`config.mk`:
```
export PLATFORM = sky130hd
export DESIGN_NAME = wb_response_mux
export DESIGN_NICKNAME = d
export VERILOG_FILES = /design/src/logic/soc_pkg.sv /design/src/logic/wb_response_mux.sv
export VERILOG_INCLUDE_DIRS = /design/src /design/src/logic
export SDC_FILE = /design/constraint.sdc
export NUM_CORES = 1
export LEC_CHECK = 0
export BUFFER_PORTS_ARGS = -buffer_cell sky130_fd_sc_hd__buf_4
export CORE_AREA = 5 5 77 79
export DETAILED_ROUTE_END_ITERATION = 10
export DIE_AREA = 0 0 82 84
export PLACE_DENSITY = 0.76
export SYNTH_ARGS = -nofsm -noshare
export SYNTH_HDL_FRONTEND = slang
export SYNTH_SLANG_ARGS = --single-unit
```
`constraint.sdc`:
```
create_clock -name vclk -period 4.6
set_clock_uncertainty 0.1 [all_clocks]
set_input_delay 0.92 -clock vclk [all_inputs]
set_output_delay 0.92 -clock vclk [all_outputs]
set_load 0.05 [all_outputs]
```
`src/logic/soc_cfg.svh`:
```
`ifndef SOC_CFG_SVH
`define SOC_CFG_SVH

// Number of local SRAM banks behind the decoder
`define SOC_BANK_COUNT 4

// Word address inside one bank, 512 words per bank
`define SOC_BANK_ADDR_BITS 9

// Bus byte address and data widths
`define SOC_WB_ADDR_BITS 28
`define SOC_WB_DATA_BITS 32
`define SOC_WB_SEL_BITS (`SOC_WB_DATA_BITS / 8)

// Device field sits in the top address bits
`define SOC_DEVICE_BITS 4

// Low address bits that pick a byte within a word
`define SOC_WORD_LSB 2

`endif

```
`src/logic/soc_pkg.sv`:
```
`include "soc_cfg.svh"

package soc_pkg;

	// Widths with a meaning on the bus
	typedef logic [`SOC_WB_ADDR_BITS-1:0] wb_addr_t;
	typedef logic [`SOC_WB_DATA_BITS-1:0] wb_data_t;
	typedef logic [`SOC_WB_SEL_BITS-1:0] wb_sel_t;

	// Device number, taken from the top of the address
	typedef logic [`SOC_DEVICE_BITS-1:0] device_idx_t;

	// Word index inside one bank
	typedef logic [`SOC_BANK_ADDR_BITS-1:0] bank_word_t;

	// Controller to device, held until ack or err
	typedef struct packed {
		logic cyc;
		logic stb;
		logic we;
		wb_sel_t sel;
		wb_addr_t adr;
		wb_data_t dat;
	} wb_req_t;

	// Device to controller
	typedef struct packed {
		logic ack;
		logic err;
		wb_data_t dat;
	} wb_rsp_t;

	// Error responder for unmapped device numbers
	typedef enum logic {
		ERR_IDLE,
		ERR_RESPOND
	} err_state_t;

	// Device field of a bus address
	function automatic device_idx_t adr_device(input wb_addr_t adr);
		return adr[`SOC_WB_ADDR_BITS-1 -: `SOC_DEVICE_BITS];
	endfunction

	// Word index of a bus address, bits above it alias
	function automatic bank_word_t adr_word(input wb_addr_t adr);
		return adr[`SOC_WORD_LSB +: `SOC_BANK_ADDR_BITS];
	endfunction

endpackage

```
`src/logic/wb_response_mux.sv`:
```
`timescale 1ns/1ps

`include "soc_cfg.svh"

module wb_response_mux (
	input  soc_pkg::wb_rsp_t     bank_rsp_i [0:`SOC_BANK_COUNT-1],
	input  soc_pkg::wb_rsp_t     err_rsp_i,
	input  soc_pkg::device_idx_t dev_sel_i,
	output soc_pkg::wb_rsp_t     rsp_o
);

	import soc_pkg::*;

	logic ack_any;
	logic err_any;
	wb_data_t rd_dat;

	always_comb begin
		ack_any = err_rsp_i.ack;
		err_any = err_rsp_i.err;
		rd_dat = '0;
		for (int i = 0; i < `SOC_BANK_COUNT; i++) begin
			ack_any = ack_any | bank_rsp_i[i].ack;
			err_any = err_any | bank_rsp_i[i].err;
			// Address is still held in the ack cycle
			if (dev_sel_i == device_idx_t'(i))
				rd_dat = bank_rsp_i[i].dat;
		end
		if (err_rsp_i.err)
			rd_dat = err_rsp_i.dat;
	end

	assign rsp_o.ack = ack_any;
	assign rsp_o.err = err_any;
	assign rsp_o.dat = rd_dat;

	// Bank ack and decoder err come from different modules
	always_comb begin
		a_ack_err_excl: assert final (!(ack_any && err_any))
			else $error("ack and err high together");
	end

endmodule

```
=== After elaboration in Yosys (flattened, before gate mapping) ===
Index checks and enable logic that the tools add are counted.
W data, S select, Z words.

* Bits in registers: 0
* Bits of input ports: 174
* Logic and storage cells: 17

* Equality and inequality tests: 3
* Multiplexer cells: 5
* Bitwise logic cells: 8
* Reduce and logical (&&, ||, !) cells: 1

{| class="wikitable"
|+ Operators with widths
! operator !! count
|-
| $mux W32 || 5
|-
| $eq A4 B2 Y1 const B || 2
|-
| $or A1 B1 Y1 || 8
|-
| $eq A4 B1 Y1 const B || 1
|-
| $logic_not A4 Y1 || 1
|}

=== Logic depth before layout (Yosys ltp) ===
* Depth in word-level cells: 6
* Gate-level depth with buffers: 6
* Gate-level depth less buffers: 4

=== Least setup slack after synthesis ===
OpenSTA, ideal clock, no wires.

* Path kind: input -> output
* Start point: in dev_sel_i[1]
* End point: out rsp_o[16] (netlist bit)
* Arrival time: 2.428 ns
* Required time: 3.580 ns
* Setup slack: 1.152 ns
* Stages: 6
* Path buffers: 3
* Path through: buf_2 > and3_1 > buf_2 > buf_2 > a21oi_1 > a21oi_1

{| class="wikitable"
|+ RTL lines
! element !! line !! text
|-
| from (decl) || wb_response_mux.sv:8 || <nowiki>input soc_pkg::device_idx_t dev_sel_i,</nowiki>
|-
| to (decl) || wb_response_mux.sv:9 || <nowiki>output soc_pkg::wb_rsp_t rsp_o</nowiki>
|}

==> flow_metrics.env <==
export IMPL_vias_per_cell=4.934
export IMPL_hold_ws_ns=2.080
export IMPL_rsz_0062_raised_after_global_routing="false"
export IMPL_timing_final_hold_violations=0
export IMPL_post_synth_instance_area_sq_um=1385
export IMPL_post_route_period_util=0.7971
export IMPL_power_density_cell_area_nw_per_um2=112.8
export IMPL_grt_antenna_before_repair=0
export IMPL_fin_tns_setup_ns=0
export IMPL_worstPathCellList="buf_4 > or2_1 > o2111ai_1 > a21oi_1 > buf_4"
export IMPL_die_y_um=84
export IMPL_netlist_cell_type_count=24
export IMPL_slew_violations=0
export IMPL_n_sequential_cell=0
export IMPL_finalWirelength_mm=7.323
export IMPL_synth_top_cells_by_area="a21oi_1 13%, mux4_1 11%, o2111ai_1 11%"
export IMPL_first_global_vias=2364
export IMPL_cp_start_kind="primary input"
export IMPL_setup_viol=0
export IMPL_die_area_sq_um=6888
export IMPL_critical_path_top_delay_family="simple AND/OR/NAND/NOR gates"
export IMPL_tightest_slew_ns=0.7193
export IMPL_outcome="completed"
export IMPL_setup_worst_path_end_class="output pin"
export IMPL_coreArea_sq_um=5270
export IMPL_timing_hold_worst_path_depth=4
export IMPL_cts_resized=0
export IMPL_synthMostInstantiatedCell="a21oi_1"
export IMPL_gp_congestion=0.8014
export IMPL_pin_count_of_the_biggest_net_entering_global_routing=55
export IMPL_finish_instance_area_sq_um=2907
export IMPL_yosysWarningCount=0
export IMPL_fmax_mhz=272.7
export IMPL_ys_seq_area_frac=0
export IMPL_multi_input_area_sq_um=1172
export IMPL_fin_util=0.5515
export IMPL_final_seq_area_sq_um=0
export IMPL_n_clock_buffer=0
export IMPL_cpMostUsedCell="buf_4"
export IMPL_hold_class="in -> out"
export IMPL_worst_hold_endpoint="rsp_o[32]"
export IMPL_drcViolationCount=0
export IMPL_cellLeakagePower_nw=1.458
export IMPL_nFillCells=501
export IMPL_initial_core_utilization=0.2628
export IMPL_area_growth_synth_to_final_pct=109.8
export IMPL_groute_usage_overall=0.1916
export IMPL_total_inserted_antenna_cells=0
export IMPL_critical_path_slowest_cell="or2_1"
export IMPL_crit_required_ns=3.58
export IMPL_crit_path_max_fanout=54
export IMPL_synth_largest_area_cell="a21oi_1"
export IMPL_design_portCount=208
export IMPL_min_period_ns=3.667
export IMPL_detail_route_wl_per_cell_um=16.02
export IMPL_post_place_instance_area_sq_um=2907
export IMPL_worst_path_largest_cell_delay_ns=0.64
export IMPL_fp_row_count=27
export IMPL_placement_io_buffers=208
export IMPL_grt_pass1_wl_mm=10.78
export IMPL_drt_first_iter_violations=98
export IMPL_critical_path_startpoint="dev_sel_i[1]"
export IMPL_layout_nets=561
export IMPL_yosys_area_top_type_share=0.1301
export IMPL_vdd_drop_max_v=0.00005604
export IMPL_timing_hold_worst_start="bank_rsp_i[32]"
export IMPL_cts_hold_buffers_added=0
export IMPL_cap_violations=0
export IMPL_synthCells=200
export IMPL_globalRouteOverflowTotal=0
export IMPL_postRouteAntennaNets=0
export IMPL_critPathBufInv=2
export IMPL_synth_common_cells="36 x a21oi_1, 21 x o21ai_0"
export IMPL_maxSlewHeadroom=0.5205
export IMPL_type_of_the_worst_setup_path="in -> out"
export IMPL_synthesis_nets=374
export IMPL_die_w_um=82
export IMPL_drive_above_1_share=0.5662
export IMPL_dp_hpwl_mm=6.046
export IMPL_critical_path_arrival_ns=2.65
export IMPL_total_power_uw=327.9
export IMPL_cts_setup_buffers=0
export IMPL_drt_pre_antenna_iters=4
export IMPL_avgSynthCellArea_sq_um=6.925
export IMPL_via_count=2255
## worst max path at each step
stage           endpoint  slack [ns]  cells past startpoint
2_1_floorplan  rsp_o[16]        1.15                      6
3_3_place_gp    rsp_o[8]        0.98                      5
3_5_place_dp    rsp_o[8]        0.92                      5
4_1_cts         rsp_o[8]        0.92                      5
5_1_grt         rsp_o[0]        0.83                      5
6_report       rsp_o[11]        0.93                      5
## placed cells by master (no fill, tap or decap), drive strengths merged
cell / count
mux4: 11
or2: 1
nand2: 5
a22o: 11
o22ai: 3
nand2b: 18
nand3: 1
nand3b: 1
buf: 210
nor3: 3
and3: 1
o21ai: 24
mux2: 3
inv: 18
nor2: 3
o2111ai: 18
nor2b: 18
a21oi: 36
## routing by layer
layer  share of wire  wire length, um  global-route usage  up-vias
met5               0                0                   0        -
met2            0.53             3886              0.3799      115
met3           0.096              702             0.03564       16
met1            0.35             2584              0.2008     1005
met4           0.020              149             0.03625        0
li1                -                -                   -     1119
## layout make-up
cell class                      count  area share
Timing Repair Buffer              210      0.5424
Inverter                           18     0.02325
Tap cell                           72     0.03099
Multi-Input combinational cell    157      0.4034
## cells by family after synthesis
kind of cell / count (synthesis) / synth area share
compound gates: 92 / 0.4137
buf+inv: 43 / 0.1536
mux: 14 / 0.2195
simple gates: 51 / 0.2132
## power breakdown
group	internal, mW	switching (mW)	total, mW
clock network	0	0	0
logic	0.166	0.162	0.328
registers	0	0	0
total	0.166	0.162	0.328
## stage by stage
step	worst slack, ns	instances
after floorplan	1.152	200
after global placement	0.9788	457
after detailed placement	0.9205	457
after CTS	0.9222	457
after global routing	0.8253	457
final	0.9335	457
No activity file was read; power rests on OpenSTA's default activity.
