<file path="src/logic/soc_cfg.svh">
`ifndef SOC_CFG_SVH
`define SOC_CFG_SVH

// Number of local SRAM banks behind the decoder
`define SOC_BANK_COUNT 4

// Word address inside one bank, 512 words per bank
`define SOC_BANK_ADDR_BITS 9

// Bus byte address and data widths
`define SOC_WB_ADDR_BITS 28
`define SOC_WB_DATA_BITS 32
`define SOC_WB_SEL_BITS (`SOC_WB_DATA_BITS / 8)

// Device field sits in the top address bits
`define SOC_DEVICE_BITS 4

// Low address bits that pick a byte within a word
`define SOC_WORD_LSB 2

`endif

</file>
<file path="src/logic/soc_pkg.sv">
`include "soc_cfg.svh"

package soc_pkg;

	// Widths with a meaning on the bus
	typedef logic [`SOC_WB_ADDR_BITS-1:0] wb_addr_t;
	typedef logic [`SOC_WB_DATA_BITS-1:0] wb_data_t;
	typedef logic [`SOC_WB_SEL_BITS-1:0] wb_sel_t;

	// Device number, taken from the top of the address
	typedef logic [`SOC_DEVICE_BITS-1:0] device_idx_t;

	// Word index inside one bank
	typedef logic [`SOC_BANK_ADDR_BITS-1:0] bank_word_t;

	// Controller to device, held until ack or err
	typedef struct packed {
		logic cyc;
		logic stb;
		logic we;
		wb_sel_t sel;
		wb_addr_t adr;
		wb_data_t dat;
	} wb_req_t;

	// Device to controller
	typedef struct packed {
		logic ack;
		logic err;
		wb_data_t dat;
	} wb_rsp_t;

	// Error responder for unmapped device numbers
	typedef enum logic {
		ERR_IDLE,
		ERR_RESPOND
	} err_state_t;

	// Device field of a bus address
	function automatic device_idx_t adr_device(input wb_addr_t adr);
		return adr[`SOC_WB_ADDR_BITS-1 -: `SOC_DEVICE_BITS];
	endfunction

	// Word index of a bus address, bits above it alias
	function automatic bank_word_t adr_word(input wb_addr_t adr);
		return adr[`SOC_WORD_LSB +: `SOC_BANK_ADDR_BITS];
	endfunction

endpackage

</file>
<file path="src/logic/wb_device_decoder.sv">
`timescale 1ns/1ps

`include "soc_cfg.svh"

module wb_device_decoder (
	input  logic                  wb_clk_i,
	input  logic                  rst_i,
	input  soc_pkg::wb_req_t      req_i,
	output soc_pkg::wb_req_t      bank_req_o [0:`SOC_BANK_COUNT-1],
	output soc_pkg::device_idx_t  dev_sel_o,
	output soc_pkg::wb_rsp_t      err_rsp_o
);

	import soc_pkg::*;

	device_idx_t dev;
	logic [`SOC_BANK_COUNT-1:0] bank_hit;
	logic [`SOC_BANK_COUNT-1:0] bank_stb;
	logic mapped;
	logic strobe;
	err_state_t err_state;
	err_state_t err_state_next;

	assign dev = adr_device(req_i.adr);
	assign strobe = req_i.cyc && req_i.stb;

	// One compare per bank
	always_comb begin
		for (int i = 0; i < `SOC_BANK_COUNT; i++) begin
			bank_hit[i] = (dev == device_idx_t'(i));
		end
	end

	assign mapped = |bank_hit;

	// Only the hit bank sees cyc and stb
	always_comb begin
		for (int i = 0; i < `SOC_BANK_COUNT; i++) begin
			bank_req_o[i] = req_i;
			bank_req_o[i].cyc = req_i.cyc && bank_hit[i];
			bank_req_o[i].stb = req_i.stb && bank_hit[i];
		end
	end

	genvar g;
	generate
		for (g = 0; g < `SOC_BANK_COUNT; g++) begin : g_stb
			assign bank_stb[g] = bank_req_o[g].cyc && bank_req_o[g].stb;
		end
	endgenerate

	assign dev_sel_o = dev;

	// Error responder answers one cycle after the strobe like a bank
	always_comb begin
		err_state_next = err_state;
		case (err_state)
			ERR_IDLE: begin
				if (strobe && !mapped)
					err_state_next = ERR_RESPOND;
			end
			ERR_RESPOND: begin
				// No second err for the held strobe
				err_state_next = ERR_IDLE;
			end
			default: begin
				err_state_next = ERR_IDLE;
			end
		endcase
	end

	always_ff @(posedge wb_clk_i) begin
		if (rst_i)
			err_state <= ERR_IDLE;
		else
			err_state <= err_state_next;
	end

	assign err_rsp_o.ack = 1'b0;
	assign err_rsp_o.err = (err_state == ERR_RESPOND);
	assign err_rsp_o.dat = '0;

	// Unmapped request stays held through the err cycle
	a_err_no_bank_strobe: assert property (
		@(posedge wb_clk_i) disable iff (rst_i)
		err_rsp_o.err |-> (strobe && bank_stb == '0)
	) else $error("err answered while a bank is strobed or the strobe dropped");

endmodule

</file>
<file path="config.mk">
export PLATFORM = sky130hd
export DESIGN_NAME = wb_device_decoder
export DESIGN_NICKNAME = d
export VERILOG_FILES = /design/src/logic/soc_pkg.sv /design/src/logic/wb_device_decoder.sv
export VERILOG_INCLUDE_DIRS = /design/src /design/src/logic
export SDC_FILE = /design/constraint.sdc
export NUM_CORES = 1
export LEC_CHECK = 0
export ABC_AREA = 0
export BUFFER_PORTS_ARGS = -buffer_cell sky130_fd_sc_hd__buf_2
export CAP_MARGIN = 25
export CORE_AREA = 4 4 143 145
export DETAILED_ROUTE_END_ITERATION = 7
export DIE_AREA = 0 0 147 149
export GPL_ROUTABILITY_DRIVEN = 0
export PLACE_DENSITY = 0.5
export SYNTH_ARGS = -nofsm -noshare
export SYNTH_HDL_FRONTEND = slang
export SYNTH_SLANG_ARGS = --single-unit
export TNS_END_PERCENT = 50
</file>
<file path="constraint.sdc">
create_clock -name wb_clk_i -period 2.38 [get_ports wb_clk_i]
set_input_delay 0.476 -clock wb_clk_i [delete_from_list [all_inputs] [get_ports wb_clk_i]]
set_output_delay 0.476 -clock wb_clk_i [all_outputs]
set_load 0.05 [all_outputs]
</file>
Word level (Yosys, flattened, before mapping)
Index checks and enable logic that the tools add are counted.
W data, S select, Z words.

operators by class
  add/sub/neg operators = 0
  multipliers = 0
  div/mod/pow operators = 0
  magnitude comparators = 0
  equality and inequality tests = 3
  shifts and indexed selects = 0
  multiplexer cells = 2
  bitwise gates (word level) = 1
  reductions and logical operators = 13

operators with widths
  kind                  count
  $logic_and A1 B1 Y1   10
  $eq A4 B2 Y1 const B  2
  $eq A4 B1 Y1 const B  1
  $logic_not A4 Y1      1
  $reduce_or A4 Y1      1
  $pmux W1 S2           1
  $logic_not A1 Y1      1
  $mux W1               1
  $not A1 Y1            1

storage, ports and cells
  bits in registers = 1
  latch bits = 0
  bits in writable memories = 0
  bits in read-only memories = 0
  output and inout bits = 306
  word-level logic and storage cells = 20
  memories = 0

Depth between registers and ports, before layout
  depth in word-level cells = 6
  depth in mapped cells = 2

Worst setup path after synthesis
OpenSTA, ideal clock, no wires.

  path type = input to output
  start point = in req_i[59] in the netlist's numbering
  end point = out bank_req_o[133] in the netlist's numbering
  data arrival time = 1.551 ns
  required time = 1.904 ns
  setup slack = 0.353 ns
  cell stages on the path = 2
  cell sequence = or3b_4 nor2_1

RTL lines
  element      RTL line                text
  from (decl)  wb_device_decoder.sv:8  input soc_pkg::wb_req_t req_i,
  to (decl)    wb_device_decoder.sv:9  output soc_pkg::wb_req_t bank_req_o [0:`SOC_BANK_COUNT-1],

==> reports/metrics.yaml <==
final_nets: 157
grt_pass1_vias: 536
vias_per_cell: 1.69
clk_pin_slew_worst_paths_ns: 0
multi_input_area_um2: 219
ff_latch_area_um2: 20.0
setup_violations: 0
drt-pass1-iter-count: 2
power_density_mw_per_mm2: 332
start_kind: "input pin"
max_freq_mhz: 504
synthesis.area_mm2: 0.00236
fillers: 2282
ant_nets: 0
chipWidth_um: 147
netlist_instances: 316
critPathCaptureType: "output pin"
num_rows: 51
utilization_pct: 3.91
finClkSkew_ns: 0
drc: 0
min_from: "err_state"
critical_path.startpoint: "req_i[59]"
area_growth_pct: -68.1
largest_register: "err_state"
drtIter0Drc: 14
cts_setup_buffers: 0
syn_avg_cell_area_um2: 7.46
grt_max_degree: 11
synth_cell_types: 9
whs_ns: 0.411
wl_per_cell_um: 10.3
overflow: 0
top_regs: "err_state: 1 flops"
crit_fanout: 8
num_io_pins: 375
detailedPlacementHpwl_um: 3140
reg2reg_from: "err_state"
dp.cells: 351
routed_wl_um: 3610
ir_worst_vdd_mv: 0.0331
initial_utilization_pct: 12.3
yosysSeqAreaShare_pct: 0.850
largest_register_ffs: 1
portBuffers: 36
antenna_found_initial: 0
post-route-period-util_pct: 83.4
dieArea_mm2: 0.0219
postCtsHoldBufs: 0
die_h_um: 149
coreArea_mm2: 0.0192
diodes: 0
vias: 592
min_path_type: "reg2reg"
path_class: "in2out"
arrival_ns: 1.51
slew_viol_final: 0
ys_seq_elements: 1
grt_use_total_pct: 2.57
clkLatencyLatePin_ns: 0
crit_required_ns: 1.90
grt_pass1_wl_um: 4200
status: "completed"
layout.cells.non_filler: 351
finalHoldViolations: 0
drive_gt1_share_pct: 46.5
ys_warn_count: 0
grt_setup_unrepaired: "false"
p_leak_nw: 0.301
ctsResizeCount: 0
min_period_ns: 1.99
cap_violations: 0
final.setup.tns_ns: 0
==> cells in the mapped netlist, drive strengths merged <==
| master | instances | area share (%) |
|---|---|---|
| nor3 | 2 | 0.85 |
| nor4 | 1 | 0.27 |
| nor2 | 7 | 1.1 |
| or3b | 2 | 0.96 |
| nand2b | 2 | 0.53 |
| buf | 298 | 95 |
| nand2 | 2 | 0.32 |
| conb | 1 | 0.16 |
| dfxtp | 1 | 0.85 |
==> path summary, 6_finish.rpt <==
| path | to | depth (start not counted) | slack, ns |
|---|---|---|---|
| worst max-delay path | bank_req_o[200] | 4 | 0.39 |
| worst max register to register | err_state | 1 | 1.75 |
| worst min register to register | err_state | 1 | 0.41 |
| worst min-delay path | err_state | 1 | 0.41 |
==> report_power, final <==
group	switching (mW)	total (mW)	internal (mW)
clock network	0	0	0
registers	0.000278	0.0180	0.0177
logic	0.209	0.231	0.0222
==> cells by family after synthesis <==
family                 Yosys count  share of synthesized area (%)
flip-flops                       1                          0.850
other                            1                          0.159
AND/OR/NAND/NOR                 16                           4.04
buffers and inverters          298                           95.0
==> routing by layer <==
metal  vias up  track usage [%]  wire length [µm]
met5         -                0                 0
met4         0             4.05               554
met3        76             3.77              1250
met2       178             4.13              1560
met1       176            0.239               250
li1        162                -                 -
==> critical path, cell delays in order <==
cell	delay [ns]
buf_2	0.13
or3b_4	0.42
nor2_1	0.18
buf_2	0.30
==> layout by cell type (no fill, tap or decap) <==
cell type and instances:
buf_2 36, dfxtp_1 1, nand2_1 2, or3b_4 2
nor4_1 1, nor2_1 7, nor3_2 2, conb_1 33
nand2b_1 2
==> stage by stage <==
step	area, µm²	power [mW]	setup slack [ns]
floorplan	2480	1.39	0.353
global placement	751	0.249	0.355
detailed placement	751	0.249	0.360
CTS	751	0.249	0.358
global route	751	0.256	0.359
finish	751	0.249	0.395
==> cell type report <==
type / instances / area share (%)
Multi-Input combinational cell: 49 / 29.2
Sequential cell: 1 / 2.67
Tap cell: 265 / 44.2
Timing Repair Buffer: 36 / 24.0
Note: power is estimated with default switching activity, not from simulation.
